## src/common/mrs_macros.svh

```systemverilog
// Depth and width settings for the memory read stage
// FIFO pointer logic assumes MRS_TXN_DEPTH is at least 2
`ifndef MRS_MACROS_SVH
`define MRS_MACROS_SVH

// Transactions allowed inside the stage at once
`define MRS_TXN_DEPTH 4

// Memory port address width
`define MRS_ADDR_WIDTH 32

// Memory read word and entry word width
`define MRS_DATA_WIDTH 32

// Walker transaction id width
`define MRS_ID_WIDTH 4

`endif

```

## src/common/mem_pkg.sv

```systemverilog
// Memory port word types for the SRAM style read interface
// Address and data are one word each, read side only

`include "mrs_macros.svh"

package mem_pkg;

    // Word address sent with mem_req_o
    typedef logic [`MRS_ADDR_WIDTH-1:0] mem_addr_t;

    // Word returned with mem_rvalid_i
    typedef logic [`MRS_DATA_WIDTH-1:0] mem_data_t;

endpackage

```

## src/common/txn_pkg.sv

```systemverilog
// Walker transaction types
// The entry word is a pointer before the memory access, table entry data after it
// Pointer and entry views must have the same width

`include "mrs_macros.svh"

package txn_pkg;

    ////////////////////////////////
    // Entry word
    ////////////////////////////////

    // One word, decoded by where the transaction is in the stage
    typedef union packed {
        mem_pkg::mem_addr_t ptr;
        mem_pkg::mem_data_t pte;
    } entry_word_u;

    // Walk flag, SKIP moves through without a memory access
    typedef enum logic {
        WALK_SKIP = 1'b0,
        WALK_DO   = 1'b1
    } walk_e;

    ////////////////////////////////
    // Transaction
    ////////////////////////////////

    // Id, walk flag and entry word
    typedef struct packed {
        logic [`MRS_ID_WIDTH-1:0] id;
        walk_e                    walk;
        entry_word_u              word;
    } txn_t;

endpackage

```

## src/common/fifo_if.sv

```systemverilog
// Push/pop FIFO connection
// Count width follows MRS_TXN_DEPTH, so the FIFO behind it must use that depth

`include "mrs_macros.svh"

interface fifo_if #(
    parameter type elem_t = logic
) ();

    // Write side
    logic  push;
    elem_t wdata;
    logic  full;

    // Read side, rdata is the head entry while not empty
    logic  pop;
    elem_t rdata;
    logic  empty;

    // Current occupancy
    logic [$clog2(`MRS_TXN_DEPTH + 1)-1:0] count;

    // Side that holds the storage
    modport owner (
        input  push, wdata, pop,
        output full, rdata, empty, count
    );

    // Side that pushes and/or pops
    // A module drives only the controls it needs
    modport user (
        output push, wdata, pop,
        input  full, rdata, empty, count
    );

endinterface

```

## src/hw/issue/grant_issue.sv

```systemverilog
// Input hold register, credit counter and request/grant FSM
// One transaction is held at a time, the pending queue is never pushed while full
// Credits return only on output transfers

`include "mrs_macros.svh"

module grant_issue
    import txn_pkg::*;
    import mem_pkg::*;
(
    input  logic      clk_i,
    input  logic      rst_ni,

    // Walker input
    input  logic      in_valid_i,
    input  txn_t      in_txn_i,
    output logic      in_ready_o,

    // Memory request side
    output logic      mem_req_o,
    output mem_addr_t mem_addr_o,
    input  logic      mem_gnt_i,

    // Output transfer, returns one credit
    input  logic      out_fire_i,

    // Pending queue write side
    fifo_if.user      pend
);

    localparam int CRED_W = $clog2(`MRS_TXN_DEPTH + 1);
    localparam logic [CRED_W-1:0] CRED_MAX = CRED_W'(`MRS_TXN_DEPTH);

    typedef enum logic {
        ST_IDLE,
        ST_REQ
    } state_e;

    state_e            state_q;
    state_e            state_d;
    logic              hold_valid_q;
    txn_t              hold_txn_q;
    logic [CRED_W-1:0] cred_used_q;
    logic              cred_free;
    logic              hold_walk;
    logic              in_fire;
    logic              push;

    ////////////////////////////////
    // Hold register
    ////////////////////////////////

    // Ready whenever the hold slot is empty
    assign in_ready_o = !hold_valid_q;
    assign in_fire    = in_valid_i && in_ready_o;
    assign hold_walk  = (hold_txn_q.walk == WALK_DO);

    always_ff @(posedge clk_i) begin
        if (!rst_ni) begin
            hold_valid_q <= 1'b0;
        end else if (in_fire) begin
            hold_valid_q <= 1'b1;
        end else if (push) begin
            hold_valid_q <= 1'b0;
        end
    end

    // Payload only
    always_ff @(posedge clk_i) begin
        if (in_fire) begin
            hold_txn_q <= in_txn_i;
        end
    end

    ////////////////////////////////
    // Credits
    ////////////////////////////////

    // Counts transactions between pending push and output transfer
    assign cred_free = (cred_used_q < CRED_MAX);

    always_ff @(posedge clk_i) begin
        if (!rst_ni) begin
            cred_used_q <= '0;
        end else if (push && !out_fire_i) begin
            cred_used_q <= cred_used_q + 1'b1;
        end else if (out_fire_i && !push) begin
            cred_used_q <= cred_used_q - 1'b1;
        end
    end

    ////////////////////////////////
    // Request/grant FSM
    ////////////////////////////////

    always_comb begin
        state_d   = state_q;
        mem_req_o = 1'b0;
        push      = 1'b0;
        unique case (state_q)
            ST_IDLE: begin
                // Nothing issued until a credit backs the push
                if (hold_valid_q && cred_free) begin
                    if (hold_walk) begin
                        mem_req_o = 1'b1;
                        // Grant may already be high
                        if (mem_gnt_i) begin
                            push = 1'b1;
                        end else begin
                            state_d = ST_REQ;
                        end
                    end else begin
                        // Skip goes straight to pending
                        push = 1'b1;
                    end
                end
            end
            ST_REQ: begin
                // Credit is still free here, only returns can happen
                mem_req_o = 1'b1;
                if (mem_gnt_i) begin
                    push    = 1'b1;
                    state_d = ST_IDLE;
                end
            end
            default: begin
                state_d = ST_IDLE;
            end
        endcase
    end

    always_ff @(posedge clk_i) begin
        if (!rst_ni) begin
            state_q <= ST_IDLE;
        end else begin
            state_q <= state_d;
        end
    end

    // Held word read as pointer, stable until grant
    assign mem_addr_o = hold_txn_q.word.ptr;

    // Pending queue push
    assign pend.push  = push;
    assign pend.wdata = hold_txn_q;

endmodule

```

## src/hw/mem_read_stage.sv

```systemverilog
// Memory read stage for the page-table walker
// Read-only SRAM port, responses must come back in grant order, one rvalid each
// Outputs keep input order, skip transactions never touch memory

`include "mrs_macros.svh"

module mem_read_stage
    import txn_pkg::*;
(
    input  logic                       clk_i,
    input  logic                       rst_ni,

    // Walker input
    input  logic                       in_valid_i,
    output logic                       in_ready_o,
    input  logic [`MRS_ID_WIDTH-1:0]   in_id_i,
    input  logic                       in_walk_i,
    input  logic [`MRS_DATA_WIDTH-1:0] in_word_i,

    // Walker output
    output logic                       out_valid_o,
    input  logic                       out_ready_i,
    output logic [`MRS_ID_WIDTH-1:0]   out_id_o,
    output logic                       out_walk_o,
    output logic [`MRS_DATA_WIDTH-1:0] out_word_o,

    // SRAM read port
    output logic                       mem_req_o,
    output logic [`MRS_ADDR_WIDTH-1:0] mem_addr_o,
    input  logic                       mem_gnt_i,
    input  logic                       mem_rvalid_i,
    input  logic [`MRS_DATA_WIDTH-1:0] mem_rdata_i
);

    txn_t in_txn;
    txn_t out_txn;
    logic out_fire;

    // Granted and skip transactions in order
    fifo_if #(.elem_t(txn_t)) pend_if ();

    // Input word enters as a pointer
    assign in_txn.id       = in_id_i;
    assign in_txn.walk     = walk_e'(in_walk_i);
    assign in_txn.word.ptr = in_word_i;

    // Output word leaves as entry data
    assign out_id_o   = out_txn.id;
    assign out_walk_o = out_txn.walk;
    assign out_word_o = out_txn.word.pte;

    grant_issue u_grant_issue (
        .clk_i      (clk_i),
        .rst_ni     (rst_ni),
        .in_valid_i (in_valid_i),
        .in_txn_i   (in_txn),
        .in_ready_o (in_ready_o),
        .mem_req_o  (mem_req_o),
        .mem_addr_o (mem_addr_o),
        .mem_gnt_i  (mem_gnt_i),
        .out_fire_i (out_fire),
        .pend       (pend_if)
    );

    sync_fifo #(
        .DEPTH  (`MRS_TXN_DEPTH),
        .elem_t (txn_t)
    ) pend_fifo (
        .clk_i  (clk_i),
        .rst_ni (rst_ni),
        .q      (pend_if)
    );

    response_merge u_response_merge (
        .clk_i        (clk_i),
        .rst_ni       (rst_ni),
        .mem_rvalid_i (mem_rvalid_i),
        .mem_rdata_i  (mem_rdata_i),
        .out_valid_o  (out_valid_o),
        .out_ready_i  (out_ready_i),
        .out_txn_o    (out_txn),
        .out_fire_o   (out_fire),
        .pend         (pend_if)
    );

endmodule

```

## src/hw/merge/response_merge.sv

```systemverilog
// Response capture, in-order merge and output queue
// Every rvalid is captured, so rdata must follow grant order
// Credits upstream keep both queues from overflowing

`include "mrs_macros.svh"

module response_merge
    import txn_pkg::*;
    import mem_pkg::*;
(
    input  logic      clk_i,
    input  logic      rst_ni,

    // Memory response
    input  logic      mem_rvalid_i,
    input  mem_data_t mem_rdata_i,

    // Walker output
    output logic      out_valid_o,
    input  logic      out_ready_i,
    output txn_t      out_txn_o,
    output logic      out_fire_o,

    // Pending queue read side
    fifo_if.user      pend
);

    fifo_if #(.elem_t(mem_data_t)) rsp_if ();
    fifo_if #(.elem_t(txn_t))      outq_if ();

    logic head_walk;
    logic move;
    txn_t merged;

    ////////////////////////////////
    // Response queue
    ////////////////////////////////

    // Captured in its own cycle, whatever the pending state
    assign rsp_if.push  = mem_rvalid_i;
    assign rsp_if.wdata = mem_rdata_i;

    sync_fifo #(
        .DEPTH  (`MRS_TXN_DEPTH),
        .elem_t (mem_data_t)
    ) rsp_fifo (
        .clk_i  (clk_i),
        .rst_ni (rst_ni),
        .q      (rsp_if)
    );

    ////////////////////////////////
    // In-order merge
    ////////////////////////////////

    assign head_walk = (pend.rdata.walk == WALK_DO);

    // Walk head needs its response, skip head moves alone
    // Blocked while the output queue is full
    assign move = !pend.empty && !outq_if.full && (!head_walk || !rsp_if.empty);

    always_comb begin
        merged = pend.rdata;
        // Oldest response belongs to the oldest walk
        if (head_walk) begin
            merged.word.pte = rsp_if.rdata;
        end
    end

    assign pend.pop   = move;
    assign rsp_if.pop = move && head_walk;

    ////////////////////////////////
    // Output queue
    ////////////////////////////////

    assign outq_if.push  = move;
    assign outq_if.wdata = merged;

    sync_fifo #(
        .DEPTH  (`MRS_TXN_DEPTH),
        .elem_t (txn_t)
    ) out_fifo (
        .clk_i  (clk_i),
        .rst_ni (rst_ni),
        .q      (outq_if)
    );

    // Head of the queue stays put until taken
    assign out_valid_o  = (outq_if.count != '0);
    assign out_txn_o    = outq_if.rdata;
    assign out_fire_o   = out_valid_o && out_ready_i;
    assign outq_if.pop  = out_fire_o;

endmodule

```

## src/hw/sync_fifo.sv

```systemverilog
// Synchronous circular FIFO without fall-through
// A push shows at rdata and empty one cycle later
// Pushes while full and pops while empty are dropped
// DEPTH must equal MRS_TXN_DEPTH to match the interface count width

`include "mrs_macros.svh"

module sync_fifo #(
    parameter int  DEPTH  = `MRS_TXN_DEPTH,
    parameter type elem_t = logic
) (
    input  logic  clk_i,
    input  logic  rst_ni,
    fifo_if.owner q
);

    localparam int PTR_W = (DEPTH > 1) ? $clog2(DEPTH) : 1;
    localparam int CNT_W = $clog2(DEPTH + 1);

    // Storage, no reset needed
    elem_t mem_q [DEPTH];

    logic [PTR_W-1:0] wr_ptr_q;
    logic [PTR_W-1:0] rd_ptr_q;
    logic [CNT_W-1:0] count_q;
    logic             do_push;
    logic             do_pop;

    // Pointer advance with wrap at DEPTH
    function automatic logic [PTR_W-1:0] ptr_next(input logic [PTR_W-1:0] ptr);
        logic [PTR_W-1:0] nxt;
        if (ptr == PTR_W'(DEPTH - 1)) begin
            nxt = '0;
        end else begin
            nxt = ptr + 1'b1;
        end
        return nxt;
    endfunction

    // Status from the occupancy count
    assign q.full  = (count_q == CNT_W'(DEPTH));
    assign q.empty = (count_q == '0);
    assign q.count = count_q;

    // Head entry, never bypassed from wdata
    assign q.rdata = mem_q[rd_ptr_q];

    // Accepted operations only
    assign do_push = q.push && !q.full;
    assign do_pop  = q.pop && !q.empty;

    always_ff @(posedge clk_i) begin
        if (do_push) begin
            mem_q[wr_ptr_q] <= q.wdata;
        end
    end

    // Pointers and count
    always_ff @(posedge clk_i) begin
        if (!rst_ni) begin
            wr_ptr_q <= '0;
            rd_ptr_q <= '0;
            count_q  <= '0;
        end else begin
            if (do_push) begin
                wr_ptr_q <= ptr_next(wr_ptr_q);
            end
            if (do_pop) begin
                rd_ptr_q <= ptr_next(rd_ptr_q);
            end
            // Push and pop together keep the count
            if (do_push && !do_pop) begin
                count_q <= count_q + 1'b1;
            end else if (do_pop && !do_push) begin
                count_q <= count_q - 1'b1;
            end
        end
    end

endmodule

```

## config.mk

```make
export PLATFORM = sky130hd
export DESIGN_NAME = mem_read_stage
export DESIGN_NICKNAME = d
export VERILOG_FILES = /design/src/common/mem_pkg.sv /design/src/common/txn_pkg.sv /design/src/common/fifo_if.sv /design/src/hw/issue/grant_issue.sv /design/src/hw/mem_read_stage.sv /design/src/hw/merge/response_merge.sv /design/src/hw/sync_fifo.sv
export VERILOG_INCLUDE_DIRS = /design/src /design/src/common
export SDC_FILE = /design/constraint.sdc
export NUM_CORES = 1
export LEC_CHECK = 0
export CORE_MARGIN = 2
export CORE_UTILIZATION = 51
export CTS_CLUSTER_DIAMETER = 40
export CTS_CLUSTER_SIZE = 25
export DETAILED_ROUTE_END_ITERATION = 7
export DONT_BUFFER_PORTS = 1
export PLACE_DENSITY = 0.69
export SETUP_SLACK_MARGIN = 0.5
export SLEW_MARGIN = 20
export SYNTH_ARGS = -nofsm -noshare
export SYNTH_HDL_FRONTEND = slang
export SYNTH_SLANG_ARGS = --single-unit
```

## constraint.sdc

```tcl
create_clock -name clk_i -period 2.7 [get_ports clk_i]
set_input_delay 0.54 -clock clk_i [delete_from_list [all_inputs] [get_ports clk_i]]
set_output_delay 0.54 -clock clk_i [all_outputs]
set_load 0.005 [all_outputs]
```

==> results.json <==
{
  "cp.arrival_ps": 2900,
  "wl_per_cell_um": 26.0,
  "viasPerCell": 5.74,
  "min_path_type": "input port to flip-flop",
  "async_flop_share_pct": 0,
  "grt_pass1_vias": 8346,
  "yosysMostFrequentCell": "edfxtp_1",
  "holdWs_ps": 68.2,
  "rows": 70,
  "critPathCapture": "u_response_merge.rsp_fifo.q.count[2]",
  "grt_max_degree": 38,
  "ios": 147,
  "ys_warn_count": 0,
  "cts_tree": "yes",
  "diodes": 0,
  "cts_inserted_buffers": 48,
  "cts-hold-fix-buffers": 0,
  "core_area_sq_um": 36300,
  "finClkSkew_ps": 18.8,
  "initial_core_util_pct": 51.3,
  "finalHoldViolCount": 0,
  "ys_top_cells_by_count": "461 x edfxtp_1, 106 x mux4_2, 32 x buf_4, 32 x dfxtp_1, 32 x mux2_2",
  "io_buffers": 0,
  "period_needed_ps": 2410,
  "switching_share_pct": 27.0,
  "wirelength_um": 36200,
  "antenna_found_initial": 2,
  "h-tree-depth": 2,
  "final_max_slew_viol_count": 0,
  "fmax_mhz": 415,
  "globalRouteTotalUtil_pct": 19.0,
  "ant_nets": 0,
  "status": "finished clean",
  "rsz0062_at_grt": "yes",
  "dieArea_sq_um": 38100,
  "switchingPower_mw": 6.05,
  "firstDrtPassIters": 5,
  "setup_viol_count_final": 0,
  "grt.met2_usage_pct": 30.9,
  "clk_pin_slew_ps": 70,
  "dpl.hpwl_um": 21800,
  "die_y_um": 195,
  "ir_drop_mv": 0.536,
  "drv_cap": 0,
  "clock_sinks": 493,
  "yosysTopAreaCell": "edfxtp_1",
  "startpoint_type": "flip-flop",
  "synth_edf_count": 461,
  "syn_avg_cell_area_sq_um": 22.4,
  "synth.area.top_cells": "edfxtp_1 74%, mux4_2 13%, dfxtp_1 3.4%, mux2_2 1.9%, buf_4 1.3%",
  "syn_area_sq_um": 18700,
  "synth-seq-cells": 493,
  "route.detailed.drc": 0,
  "clk_path_buf_depth": 3,
  "root_buffer": "clkbuf_16",
  "path_depth": 9,
  "clk_latency_ps": 560,
  "die_w_um": 195,
  "crit_path_end_kind": "flip-flop",
  "worst_pin_slew_ps": 627,
  "cp_max_fo": 2,
  "intPower_mw": 16.3,
  "cpLargestDelayFamily": "multiplexers",
  "ys.flop_type": "edfxtp_1",
  "fin_crit_sh_pct": 89.3,
  "synth.distinct_cells": 35,
  "combPwrFrac_pct": 24.0,
  "p_leak_nw": 6.99,
  "reg2reg_to": "u_response_merge.rsp_fifo.q.count[2]",
  "synth_top_area_share_pct": 74.2,
  "relSlewSlack_pct": 57.8,
  "cp_cell_sequence": "mux4_2 > buf_4 > or4b_4 > ha_4 > inv_2 > fa_2 > xor2_1 > or3_1 > a21boi_1",
  "worst-endpoint-required_ps": 3190,
  "fin_nets": 988,
  "grt_busiest_layer": "met2",
  "worst-setup-path-type": "flip-flop to flip-flop",
  "grt_pass1_wl_um": 52800,
  "overflow": 0,
  "first_iter_violations": 729,
  "areaGrowthSynthToFinish_pct": 16.8,
  "reg2regPathDepth": 9,
  "p_clk_share_pct": 30.1,
  "grtUsageMet3_pct": 4.40,
  "yosysSeqAreaShare_pct": 77.6,
  "tns_ps": 0,
  "powerDensity_nw_per_um2": 1030,
  "place_congestion": 0.710,
  "drive_gt1_share_pct": 36.2,
  "slowest_delay_ps": 540,
  "num_vias": 8008,
  "cp_slowest_cell": "mux4_2",
  "syn_inst": 831,
  "syn-num-nets": 929,
  "cp_num_buf_inv": 2,
  "rrSetupSlack_ps": 290,
  "pwr-share-seq_pct": 45.8,
  "gr-usage-met1_pct": 26.3
}
through the flow:
stage | util (%) | area, sq um | instances | setup slack, ps | power, mW
2_1_floorplan | - | 18700 | 831 | 65.1 | 13.5
3_3_place_gp | 53.1 | 19300 | 1265 | 298 | 14.8
3_5_place_dp | 53.1 | 19300 | 1265 | 250 | 15.0
4_1_cts | 59.0 | 21500 | 1379 | 271 | 22.2
5_1_grt | 59.9 | 21800 | 1396 | 210 | 23.3
6_report | 59.9 | 21800 | 1396 | 288 | 22.4
power by group through the flow:
stage          combinational, mW  sequential [mW]  clock, mW
5_1_grt                     5.80             10.4       7.17
2_1_floorplan               3.27             10.3          0
3_3_place_gp                4.45             10.4          0
3_5_place_dp                4.54             10.4          0
6_report                    5.38             10.3       6.74
4_1_cts                     5.09             10.2       6.89
cells in the final DEF (no fill, tap or decap), types with 6 or more instances in the layout:
cell type and n:
buf_16 7, edfxtp_1 461, ha_1 15, dfxtp_1 25
nand3_1 7, o21ai_0 8, nand2_1 8, buf_12 23
nor2_1 7, nor2b_1 8, clkbuf_16 56, buf_4 23
mux4_2 106, inv_1 8, dfxtp_2 6, mux2i_1 8
buf_8 9, clkinvlp_4 7, mux2_2 32, and2_2 7
state kept, by name (all words and copies together) (netlist names), 2 cells and up, named ones only:
register	count
u_grant_issue.cred_used_q	3
pend_fifo.rd_ptr_q	2
u_response_merge.rsp_fifo.rd_ptr_q	2
u_response_merge.rsp_fifo.wr_ptr_q	2
u_response_merge.rsp_fifo.mem_q	128
u_grant_issue.pend.wdata	4
u_response_merge.out_fifo.mem_q	148
pend_fifo.mem_q	148
pend_fifo.wr_ptr_q	2
u_grant_issue.mem_addr_o	32
u_response_merge.rsp_fifo.q.count	3
pend_fifo.q.count	3
u_response_merge.out_fifo.q.count	3
u_response_merge.out_fifo.wr_ptr_q	2
u_response_merge.out_fifo.rd_ptr_q	2
logic make-up after synthesis:
logic type,synth area share (%)
DFF,77.6
muxes,15.2
buffers and inverters,2.42
and+or+nand+nor,1.84
adders and majority gates,1.70
AOI/OAI and AO/OA,0.845
xor gates and xnor gates,0.376
final cells by class:
class,count,area [sq um]
clock buffer,51,1230
multi-input combinational,261,3830
tap,468,586
timing repair buffer,74,1190
clock inverter,37,407
inverter,12,45.0
sequential,493,14500
fill,2446,14600
metal layers:
| metal | up-vias | wire length, um |
|---|---|---|
| li1 | 3487 | - |
| met1 | 4216 | 15300 |
| met2 | 253 | 17900 |
| met3 | 50 | 2300 |
| met4 | 2 | 691 |
| met5 | - | 13 |
timing repair:
item	4_1_cts	5_1_grt
resized for setup	42	19
pin swaps	7	7
cloned	7	7
setup endpoints to repair	294	319
buffers inserted	19	10
worst min path at each step:
stage	startpoint	to	slack [ps]	cells past startpoint
after floorplan	u_response_merge.rsp_fifo.rd_ptr_q[1]	flip-flop	450	2
after global placement	u_grant_issue.pend.wdata[35]	pend_fifo.mem_q[1][35]	480	0
after detailed placement	u_grant_issue.cred_used_q[2]	u_grant_issue.cred_used_q[2]	490	2
after CTS	mem_rdata_i[15]	u_response_merge.rsp_fifo.mem_q[2][15]	40	0
after global routing	mem_rdata_i[15]	u_response_merge.rsp_fifo.mem_q[3][15]	40	0
final	mem_rdata_i[25]	u_response_merge.rsp_fifo.mem_q[0][25]	70	0
Note: power is estimated with default switching activity, not from simulation.
